===== src/snd_pkg.sv =====
// Shared definitions for the sound chip
// Field widths, bus widths, register address enum,
// control word bit layout and the default LFSR tap mask

`default_nettype none

package snd_pkg;

	// Configuration field widths
	localparam int LFO_FREQ_W = 10;
	localparam int OSC_FREQ_W = 12;	// VCO and noise frequency
	localparam int SHIFT_W    = 3;	// Modulation depth
	localparam int MIX_W      = 3;	// Mixer enables {lfo, noise, vco}

	// Wishbone bus
	localparam int WB_DATA_W = 16;
	localparam int WB_ADR_W  = 2;	// Word address

	// Noise source
	localparam int LFSR_W = 16;
	localparam logic [LFSR_W-1:0] LFSR_TAPS_DEFAULT = 16'b0001000000001011;

	// Register map
	typedef enum logic [WB_ADR_W-1:0] {
		REG_LFO_FREQ   = 2'd0,
		REG_NOISE_FREQ = 2'd1,
		REG_VCO_FREQ   = 2'd2,
		REG_CTRL       = 2'd3
	} snd_reg_e;

	// Control word layout, LSB first
	localparam int CTRL_VCO_SEL   = 0;
	localparam int CTRL_NOISE_SEL = 1;
	localparam int CTRL_SHIFT_LSB = 2;	// Bits 4..2
	localparam int CTRL_MIX_LSB   = 5;	// Bits 7..5
	localparam int CTRL_W         = 8;

endpackage

`default_nettype wire

===== src/snd_top.sv =====
// Sound chip top level
// Connects the Wishbone register bank to the sound core

`timescale 1ns/1ps
`default_nettype none

module snd_top
	import snd_pkg::*;
#(
	parameter int                PRESCALE_LOG2 = 4,
	parameter logic [LFSR_W-1:0] TAPS          = LFSR_TAPS_DEFAULT
) (
	input  logic                 clk,
	input  logic                 rst,
	input  logic                 wb_cyc,
	input  logic                 wb_stb,
	input  logic                 wb_we,
	input  logic [WB_ADR_W-1:0]  wb_adr,
	input  logic [WB_DATA_W-1:0] wb_dat_w,
	output logic [WB_DATA_W-1:0] wb_dat_r,
	output logic                 wb_ack,
	output logic                 spkr
);

	logic [LFO_FREQ_W-1:0] lfo_freq;
	logic [OSC_FREQ_W-1:0] noise_freq;
	logic [OSC_FREQ_W-1:0] vco_freq;
	logic                  vco_select;
	logic                  noise_select;
	logic [SHIFT_W-1:0]    lfo_shift;
	logic [MIX_W-1:0]      mixer;

	snd_regs snd_regs_i (
		.clk          (clk),
		.rst          (rst),
		.wb_cyc       (wb_cyc),
		.wb_stb       (wb_stb),
		.wb_we        (wb_we),
		.wb_adr       (wb_adr),
		.wb_dat_w     (wb_dat_w),
		.wb_dat_r     (wb_dat_r),
		.wb_ack       (wb_ack),
		.lfo_freq     (lfo_freq),
		.noise_freq   (noise_freq),
		.vco_freq     (vco_freq),
		.vco_select   (vco_select),
		.noise_select (noise_select),
		.lfo_shift    (lfo_shift),
		.mixer        (mixer)
	);

	snd_core #(
		.PRESCALE_LOG2 (PRESCALE_LOG2),
		.TAPS          (TAPS)
	) snd_core_i (
		.clk          (clk),
		.rst          (rst),
		.lfo_freq     (lfo_freq),
		.noise_freq   (noise_freq),
		.vco_freq     (vco_freq),
		.vco_select   (vco_select),
		.noise_select (noise_select),
		.lfo_shift    (lfo_shift),
		.mixer        (mixer),
		.spkr         (spkr)
	);

endmodule

`default_nettype wire


===== src/snd_core.sv =====
// Sound core
// Clock prescaler, LFO, VCO and noise oscillators,
// and the registered AND-style speaker mixer

`timescale 1ns/1ps
`default_nettype none

module snd_core
	import snd_pkg::*;
#(
	parameter int                PRESCALE_LOG2 = 4,
	parameter logic [LFSR_W-1:0] TAPS          = LFSR_TAPS_DEFAULT
) (
	input  logic                  clk,
	input  logic                  rst,
	input  logic [LFO_FREQ_W-1:0] lfo_freq,
	input  logic [OSC_FREQ_W-1:0] noise_freq,
	input  logic [OSC_FREQ_W-1:0] vco_freq,
	input  logic                  vco_select,
	input  logic                  noise_select,
	input  logic [SHIFT_W-1:0]    lfo_shift,
	input  logic [MIX_W-1:0]      mixer,
	output logic                  spkr
);

	logic [PRESCALE_LOG2-1:0] prescale;
	logic                     tick;	// One clock every 2^PRESCALE_LOG2
	logic                     lfo_state;
	logic                     noise_state;
	logic                     vco_state;
	logic [OSC_FREQ_W-1:0]    vco_delta;
	logic [MIX_W-1:0]         sources;	// {lfo, noise, vco}

	always_ff @(posedge clk) begin
		if (rst) begin
			prescale <= '0;
		end else begin
			prescale <= prescale + 1'b1;
		end
	end

	assign tick = (prescale == '0);

	snd_lfo snd_lfo_i (
		.clk       (clk),
		.rst       (rst),
		.tick      (tick),
		.lfo_freq  (lfo_freq),
		.lfo_shift (lfo_shift),
		.lfo_state (lfo_state),
		.vco_delta (vco_delta)
	);

	snd_vco snd_vco_i (
		.clk        (clk),
		.rst        (rst),
		.tick       (tick),
		.vco_freq   (vco_freq),
		.vco_select (vco_select),
		.vco_delta  (vco_delta),
		.vco_state  (vco_state)
	);

	snd_noise #(
		.TAPS(TAPS)
	) snd_noise_i (
		.clk          (clk),
		.rst          (rst),
		.tick         (tick),
		.noise_freq   (noise_freq),
		.noise_select (noise_select),
		.vco_delta    (vco_delta),
		.noise_state  (noise_state)
	);

	assign sources = {lfo_state, noise_state, vco_state};

	// A disabled source reads as one, so it never holds spkr low
	always_ff @(posedge clk) begin
		if (rst) begin
			spkr <= 1'b0;
		end else if (tick) begin
			spkr <= &(sources | ~mixer);
		end
	end

endmodule

`default_nettype wire


===== src/snd_noise.sv =====
// Noise oscillator
// Reloading down-counter like the VCO; each reload steps the LFSR
// and toggles the output only when the LFSR low bit is one

`timescale 1ns/1ps
`default_nettype none

module snd_noise
	import snd_pkg::*;
#(
	parameter logic [LFSR_W-1:0] TAPS = LFSR_TAPS_DEFAULT
) (
	input  logic                  clk,
	input  logic                  rst,
	input  logic                  tick,
	input  logic [OSC_FREQ_W-1:0] noise_freq,
	input  logic                  noise_select,
	input  logic [OSC_FREQ_W-1:0] vco_delta,
	output logic                  noise_state
);

	logic [OSC_FREQ_W:0] noise_count;
	logic [OSC_FREQ_W:0] noise_load;
	logic [LFSR_W-1:0]   lfsr;
	logic                reload;	// Counter expired on this tick

	assign reload = tick && (noise_count == '0);

	// The LFSR advances on the same edge, so the toggle sees the old bit 0
	snd_lfsr #(
		.TAPS(TAPS)
	) snd_lfsr_i (
		.clk    (clk),
		.rst    (rst),
		.enable (reload),
		.lfsr   (lfsr)
	);

	always_comb begin
		if (noise_select) begin
			noise_load = {1'b0, noise_freq} + {1'b0, vco_delta};
		end else begin
			noise_load = {1'b0, noise_freq};
		end
	end

	always_ff @(posedge clk) begin
		if (rst) begin
			noise_count <= '0;
			noise_state <= 1'b0;
		end else if (reload) begin
			if (lfsr[0]) begin
				noise_state <= ~noise_state;	// Random toggle
			end
			noise_count <= noise_load;
		end else if (tick) begin
			noise_count <= noise_count - 1'b1;
		end
	end

endmodule

`default_nettype wire


===== src/snd_vco.sv =====
// Square-wave VCO
// Reloading down-counter that toggles its output on every
// reload, with the LFO delta added to the load when selected

`timescale 1ns/1ps
`default_nettype none

module snd_vco
	import snd_pkg::*;
(
	input  logic                  clk,
	input  logic                  rst,
	input  logic                  tick,
	input  logic [OSC_FREQ_W-1:0] vco_freq,
	input  logic                  vco_select,
	input  logic [OSC_FREQ_W-1:0] vco_delta,
	output logic                  vco_state
);

	logic [OSC_FREQ_W:0] vco_count;	// One extra bit for the offset sum
	logic [OSC_FREQ_W:0] vco_load;

	// Sum can exceed the frequency field, hence the wider counter
	always_comb begin
		if (vco_select) begin
			vco_load = {1'b0, vco_freq} + {1'b0, vco_delta};
		end else begin
			vco_load = {1'b0, vco_freq};
		end
	end

	always_ff @(posedge clk) begin
		if (rst) begin
			vco_count <= '0;	// Forces a reload on the first tick
			vco_state <= 1'b0;
		end else if (tick) begin
			if (vco_count == '0) begin
				vco_state <= ~vco_state;
				vco_count <= vco_load;
			end else begin
				vco_count <= vco_count - 1'b1;
			end
		end
	end

endmodule

`default_nettype wire


===== src/snd_lfo.sv =====
// Low-frequency oscillator
// Down-counter with square output, a triangle derived from
// the counter and the depth-shifted modulation delta

`timescale 1ns/1ps
`default_nettype none

module snd_lfo
	import snd_pkg::*;
(
	input  logic                  clk,
	input  logic                  rst,
	input  logic                  tick,
	input  logic [LFO_FREQ_W-1:0] lfo_freq,
	input  logic [SHIFT_W-1:0]    lfo_shift,
	output logic                  lfo_state,
	output logic [OSC_FREQ_W-1:0] vco_delta
);

	localparam int CNT_W = LFO_FREQ_W + 8;	// Frequency times 256

	logic [CNT_W-1:0]      lfo_count;
	logic [OSC_FREQ_W-1:0] lfo_triangle;
	logic [OSC_FREQ_W-1:0] count_top;	// Upper counter bits

	always_ff @(posedge clk) begin
		if (rst) begin
			lfo_count <= '0;	// Reloads on the first tick
			lfo_state <= 1'b0;
		end else if (tick) begin
			if (lfo_count == '0) begin
				lfo_state <= ~lfo_state;
				lfo_count <= {lfo_freq, 8'b0};
			end else begin
				lfo_count <= lfo_count - 1'b1;
			end
		end
	end

	// Folding the ramp at the MSB gives a triangle
	assign count_top    = lfo_count[CNT_W-1 -: OSC_FREQ_W];
	assign lfo_triangle = lfo_count[CNT_W-1] ? ~count_top : count_top;

	assign vco_delta = lfo_triangle >> lfo_shift;	// Modulation depth

endmodule

`default_nettype wire


===== src/snd_lfsr.sv =====
// Galois LFSR noise source
// Shifts right on enable and folds in the tap mask
// whenever the outgoing bit is one

`timescale 1ns/1ps
`default_nettype none

module snd_lfsr
	import snd_pkg::*;
#(
	parameter logic [LFSR_W-1:0] TAPS = LFSR_TAPS_DEFAULT
) (
	input  logic              clk,
	input  logic              rst,
	input  logic              enable,
	output logic [LFSR_W-1:0] lfsr
);

	logic [LFSR_W-1:0] feedback;	// Tap mask applied this step

	assign feedback = lfsr[0] ? TAPS : '0;

	always_ff @(posedge clk) begin
		if (rst) begin
			lfsr <= LFSR_W'(1);	// Nonzero seed
		end else if (enable) begin
			lfsr <= (lfsr >> 1) ^ feedback;
		end
	end

endmodule

`default_nettype wire


===== src/snd_regs.sv =====
// Wishbone classic slave register bank
// Holds the LFO, noise and VCO frequencies and the control word,
// generates a one-cycle ack and a zero-extended readback

`timescale 1ns/1ps
`default_nettype none

module snd_regs
	import snd_pkg::*;
(
	input  logic                  clk,
	input  logic                  rst,

	// Wishbone slave
	input  logic                  wb_cyc,
	input  logic                  wb_stb,
	input  logic                  wb_we,
	input  logic [WB_ADR_W-1:0]   wb_adr,
	input  logic [WB_DATA_W-1:0]  wb_dat_w,
	output logic [WB_DATA_W-1:0]  wb_dat_r,
	output logic                  wb_ack,

	// Configuration to the sound core
	output logic [LFO_FREQ_W-1:0] lfo_freq,
	output logic [OSC_FREQ_W-1:0] noise_freq,
	output logic [OSC_FREQ_W-1:0] vco_freq,
	output logic                  vco_select,
	output logic                  noise_select,
	output logic [SHIFT_W-1:0]    lfo_shift,
	output logic [MIX_W-1:0]      mixer
);

	logic                 access;	// Request sampled this edge
	logic [WB_DATA_W-1:0] rd_data;	// Readback mux output

	// A new request is taken only while ack is low, so each access is two cycles
	assign access = wb_cyc && wb_stb && !wb_ack;

	always_ff @(posedge clk) begin
		if (rst) begin
			wb_ack <= 1'b0;
		end else begin
			wb_ack <= access;	// High for exactly one cycle
		end
	end

	// Register writes, upper data bits ignored
	always_ff @(posedge clk) begin
		if (rst) begin
			lfo_freq     <= '0;
			noise_freq   <= '0;
			vco_freq     <= '0;
			vco_select   <= 1'b0;
			noise_select <= 1'b0;
			lfo_shift    <= '0;
			mixer        <= '0;
		end else if (access && wb_we) begin
			case (snd_reg_e'(wb_adr))
				REG_LFO_FREQ:   lfo_freq   <= wb_dat_w[LFO_FREQ_W-1:0];
				REG_NOISE_FREQ: noise_freq <= wb_dat_w[OSC_FREQ_W-1:0];
				REG_VCO_FREQ:   vco_freq   <= wb_dat_w[OSC_FREQ_W-1:0];
				REG_CTRL: begin
					vco_select   <= wb_dat_w[CTRL_VCO_SEL];
					noise_select <= wb_dat_w[CTRL_NOISE_SEL];
					lfo_shift    <= wb_dat_w[CTRL_SHIFT_LSB +: SHIFT_W];
					mixer        <= wb_dat_w[CTRL_MIX_LSB +: MIX_W];
				end
				default: ;
			endcase
		end
	end

	// Readback, zero-extended to the bus width
	always_comb begin
		rd_data = '0;
		case (snd_reg_e'(wb_adr))
			REG_LFO_FREQ:   rd_data[LFO_FREQ_W-1:0] = lfo_freq;
			REG_NOISE_FREQ: rd_data[OSC_FREQ_W-1:0] = noise_freq;
			REG_VCO_FREQ:   rd_data[OSC_FREQ_W-1:0] = vco_freq;
			REG_CTRL:       rd_data[CTRL_W-1:0] = {mixer, lfo_shift, noise_select, vco_select};
			default:        rd_data = '0;
		endcase
	end

	// Read data is captured with the request and presented alongside ack
	always_ff @(posedge clk) begin
		if (access && !wb_we) begin
			wb_dat_r <= rd_data;
		end
	end

endmodule

`default_nettype wire


===== config.mk =====
export PLATFORM = sky130hd
export DESIGN_NAME = snd_top
export DESIGN_NICKNAME = d
export VERILOG_FILES = /design/src/snd_pkg.sv /design/src/snd_top.sv /design/src/snd_core.sv /design/src/snd_noise.sv /design/src/snd_vco.sv /design/src/snd_lfo.sv /design/src/snd_lfsr.sv /design/src/snd_regs.sv
export SDC_FILE = /design/constraint.sdc
export NUM_CORES = 1
export LEC_CHECK = 0
export BUFFER_PORTS_ARGS = -buffer_cell sky130_fd_sc_hd__buf_4
export CORE_ASPECT_RATIO = 1.25
export CORE_MARGIN = 2
export CORE_UTILIZATION = 62
export DETAILED_ROUTE_END_ITERATION = 10
export GPL_ROUTABILITY_DRIVEN = 0
export PLACE_DENSITY = 0.77
export SLEW_MARGIN = 20
export SYNTH_ARGS = -nofsm -noshare
export SYNTH_HDL_FRONTEND = slang
export SYNTH_SLANG_ARGS = --single-unit

===== constraint.sdc =====
create_clock -name clk -period 4 [get_ports clk]
set_input_delay 0.6 -clock clk [delete_from_list [all_inputs] [get_ports clk]]
set_output_delay 0.6 -clock clk [all_outputs]
set_load 0.02 [all_outputs]

==> results by stage <==
Outcome:
- The run finished with clean final reports.

Worst setup path:
- The minimum setup slack among reg-to-reg paths is 0.34 ns.
- STA classifies the critical path endpoint as a flop.
- Of all nets on the critical path, the largest fanout is 13.
- Data on the critical path arrives at its endpoint at 3.99 ns.
- The startpoint identified for the worst register-to-register timing path is snd_regs_i.lfo_shift[0].
- The kind of critical path is flop to flop.
- The required time at the endpoint of the critical path is 4.33 ns.
- The endpoint of the most critical register-to-register path is snd_core_i.snd_vco_i.vco_count[10].
- The number of cells on the worst reg-to-reg path is 15.
- The critical path startpoint category is a flop.

Synth:
- Of the post-synthesis cell area, the part taken by muxes is 0.04587.
- The post-synthesis instance area is 7038 um^2.
- For this run, the leading register cell type out of synthesis is dfxtp_1.
- The adder and majority cell fraction of the synthesized area is 0.06524.
- The number of distinct library cells after synthesis is 65.
- The post-synthesis sequential element count is 120.
- The part of the Yosys area used for sequential elements is 0.3584.
- The count of flip-flops with a built-in enable after synthesis is 12.
- Of all flip-flops after synthesis, the portion carrying an async set or reset was 0.
- During synthesis, Yosys emitted a total of 0 warnings.
- Of the total synthesized cell area, the portion taken by AND, OR, NAND and NOR gates is 0.2183.
- The number of instances in the synthesized netlist is around 880.
- Of the total synthesized cell area, the portion taken by XOR and XNOR cells is 0.05227.
- The synthesized-area fraction occupied by ao, oa, aoi and oai cells came to 0.2053.
- The mean area per synthesized cell is 8.007 um^2.
- The dominant combinational cell family by area after synthesis is simple AND/OR/NAND/NOR gates.

Cells and area:
- In the final layout, the share of cells above drive strength 1 is 0.09878.
- From synthesis to final layout, the design area changed by 11.75%.
- The number of antenna diodes in the final layout is 0.
- The final net count is 944.
- After filler insertion, the fill cell instance count of the layout stands at 873.
- For this run, the number of standard cells in the final layout without fillers is 1,036.

Power:
- Of the total power, the clock network draws 0.273.
- For this design the total switching power over the nets is 2.077 mW.
- IR analysis of the VDD net gives a maximum drop of approximately 470 uV.
- The power per cell area is 665.5 nW/um^2.
- Summing internal, switching and leakage power gives 5.234 mW.
- The internal portion of the total power is 3.157 mW.
- The relative contribution of combinational cells to total power is 0.416.
- The share of total power dissipated in sequential elements is 0.311.
- Of the total power, the share spent switching nets is 0.3969.
- In this run the static leakage power is 2.840 nW.

Drt:
- After detailed routing, the number of vias per cell comes to 6.332.
- Wires add up to 17,860 um.
- The count of TritonRoute iterations in the first routing pass is 6.
- The number of vias in the routed layout is 6,560.
- After detailed routing, the average wire length per cell comes to about 17 um.
- The number of nets with antenna violations after detailed routing is 0.
- For this run, design rule violations remaining after detail routing come to 0.
- After the first detailed-routing iteration, the DRC count stood at approximately 440.

Timing:
- The fmax is between 200 and 300 MHz.
- Setup violations remaining at the end of the flow were counted as 0.
- The final-report hold violation count is 0.
- The clock arrives with 0.007436 ns of skew.
- The headroom to the max-slew limit is 0.3562.
- Adding up every negative setup slack in the final design gives 0 ns.
- Setup repair after global routing left no endpoint under its margin.
- The routed design could run at a clock period as short as 3.657 ns.
- Of the available clock period, the critical path in the final layout requires 0.9143.
- The final-report max-slew violation count came to 0.
- For the pin with the worst max-slew slack, the measured transition is ~0.97 ns.

Clock network:
- Hold repair after CTS inserted 0 buffers.
- The clock transition time at the flip-flop clock pins of the worst setup and hold paths is 0.05 ns.
- No sink is reached through more buffers than the 2 on the longest clock path.
- The clock reaches the later pin of the worst-skew pair after 0.41 ns.
- The total CTS buffers is 17.
- The tree built by TritonCTS fans out to 120 sinks.
- TritonCTS built the clock tree.
- The root buffer cell is clkbuf_16.
- The H-tree was split into 4 levels.

Floorplan:
- The floorplan die area is 12,230 um^2.
- For this configuration, the core starts out at a cell density of 0.6350.
- The height of the chip is roughly 120 um.
- The row count is 43.
- For this design the top-level I/O count stands at 41.
- The area of the placeable core is between 10,000 and 15,000 um^2.
- The horizontal die dimension is 99.30 um.

Global route:
- The via count of the first global-routing pass is 6,182.
- The initial antenna violation count is 0.
- The overall overflow remaining after global route is 0.
- The global-route wire length before repair is 29,450 um.
- Entering global routing, the biggest net connects 96 pins.
- The global-route total usage across every layer is 0.3003.

Placed design:
- The number of port buffers is 32.
- In this run, placement finished with an instance count of 1,004.
- The post-detailed-placement half-perimeter wirelength is 12,910 um.

Flow run:
- The tool flagged a number of max-cap violations equal to 0.

Min path:
- The worst hold path passes through 2 cells.
- The endpoint of the worst hold path is snd_core_i.snd_noise_i.snd_lfsr_i.lfsr[7].
- The start point of the worst hold path is snd_core_i.snd_noise_i.snd_lfsr_i.lfsr[7].
- The type of the tightest min-delay check is flop to flop.
==> per-layer routing <==
metal,up-vias,GRT usage,wire [um]
met5,-,0,0
met4,0,0.1721,899
met3,55,0.05822,949
met2,221,0.5144,8766
met1,3111,0.3513,7243
li1,3173,-,-
==> synth_stat cells, drive strengths merged (10+ instances only) <==
cell | instances | area (um^2)
a211oi | 27 | 202.7
o21ai | 41 | 209.0
xnor2 | 32 | 280.3
buf | 10 | 72.57
nand2 | 104 | 390.4
a21oi | 91 | 455.4
nor3 | 34 | 180.2
nand3 | 54 | 270.3
clkbuf | 45 | 168.9
xor2 | 10 | 87.58
mux2i | 24 | 240.2
nor2 | 81 | 304.0
inv | 36 | 135.1
dfxtp | 108 | 2162
edfxtp | 12 | 360.4
a222oi | 11 | 110.1
ha | 31 | 387.9
==> placed cells by master, fill, tap and decap left out, types with 32 or more instances in the layout <==
master,netlist,routed
nand2_1,104,104
buf_4,5,42
dfxtp_1,108,108
a21oi_1,91,91
nand3_1,54,54
o21ai_0,39,38
nor3_1,32,32
xnor2_1,32,32
nor2_1,81,80
inv_1,36,36
==> power groups by stage <==
stage | Clock (mW) | Combinational (mW) | Sequential, mW
6_report | 1.43 | 2.18 | 1.63
3_5_place_dp | 0 | 2.12 | 1.64
2_1_floorplan | 0 | 1.72 | 1.59
4_1_cts | 1.44 | 2.15 | 1.62
5_1_grt | 1.49 | 2.43 | 1.66
3_3_place_gp | 0 | 2.04 | 1.63
==> kinds of logic after synthesis <==
kind of cell | Yosys count
mux | 29
compound gates | 227
flops | 120
buf+inv | 92
xor+xnor | 42
simple gates | 332
other cells | 1
fa+ha+maj | 36
==> worst max-delay path, cell delays in order (launching register included) <==
cell and delay [ns]:
dfxtp_1 0.40, buf_4 0.25, mux2i_1 0.26, xnor2_1 0.18, a21oi_1 0.12, mux2i_2 0.26
inv_1 0.14, fa_1 0.45, nor2b_1 0.19, o31a_1 0.23, o41ai_2 0.10, maj3_1 0.37
o21ai_1 0.22, xor2_1 0.16, a31oi_1 0.09, nor3_1 0.14
==> per-stage QoR <==
step	hold slack [ns]	setup slack [ns]	util	area, um^2
finish	0.4505	0.3426	0.7096	7865
floorplan	0.4297	0.3831	-	7049
CTS	0.4471	0.1755	0.7086	7854
global route	0.4571	0.05073	0.7096	7865
global placement	0.4386	0.2912	0.6586	7300
detailed placement	0.4517	0.2157	0.6586	7300
==> worst max path at each step <==
stage                             from                            endpoint  slack [ns]  cells past startpoint
6_report       snd_regs_i.lfo_shift[0]  snd_core_i.snd_vco_i.vco_count[10]        0.34                     15
3_3_place_gp   snd_regs_i.lfo_shift[0]  snd_core_i.snd_vco_i.vco_count[10]        0.29                     15
5_1_grt        snd_regs_i.lfo_shift[0]  snd_core_i.snd_vco_i.vco_count[10]        0.05                     15
2_1_floorplan  snd_regs_i.lfo_shift[0]  snd_core_i.snd_vco_i.vco_count[10]        0.38                     16
4_1_cts        snd_regs_i.lfo_shift[0]  snd_core_i.snd_vco_i.vco_count[10]        0.18                     15
3_5_place_dp   snd_regs_i.lfo_shift[0]  snd_core_i.snd_vco_i.vco_count[10]        0.22                     15
==> state kept, by name, indices dropped and copies added, names as in the netlist, 3 cells and up <==
signal                                  count
snd_regs_i.mixer                            3
snd_core_i.snd_noise_i.snd_lfsr_i.lfsr     13
snd_regs_i.wb_dat_r                        12
snd_core_i.snd_noise_i.noise_count         13
snd_core_i.prescale                         4
snd_core_i.snd_vco_i.vco_count             13
snd_regs_i.lfo_freq                        10
snd_regs_i.lfo_shift                        3
snd_regs_i.vco_freq                        12
snd_core_i.snd_lfo_i.lfo_count             18
snd_regs_i.noise_freq                      12
==> what timing repair did <==
action,in CTS,in global routing
endpoints found under the setup margin,0,3
resized for setup,0,3
setup buffers,0,0
==> area by class of cell <==
| class | count | area [um^2] | area share |
|---|---|---|---|
| Sequential cell | 120 | 2522 | 0.3207 |
| Inverter | 37 | 138.9 | 0.01766 |
| Multi-Input combinational cell | 670 | 4165 | 0.5296 |
| Timing Repair Buffer | 42 | 315.3 | 0.04009 |
| Tap cell | 135 | 168.9 | 0.02148 |
| Clock buffer | 22 | 454.2 | 0.05775 |
| Clock inverter | 10 | 100.1 | 0.01273 |
Power figures use the tool's default switching activity.
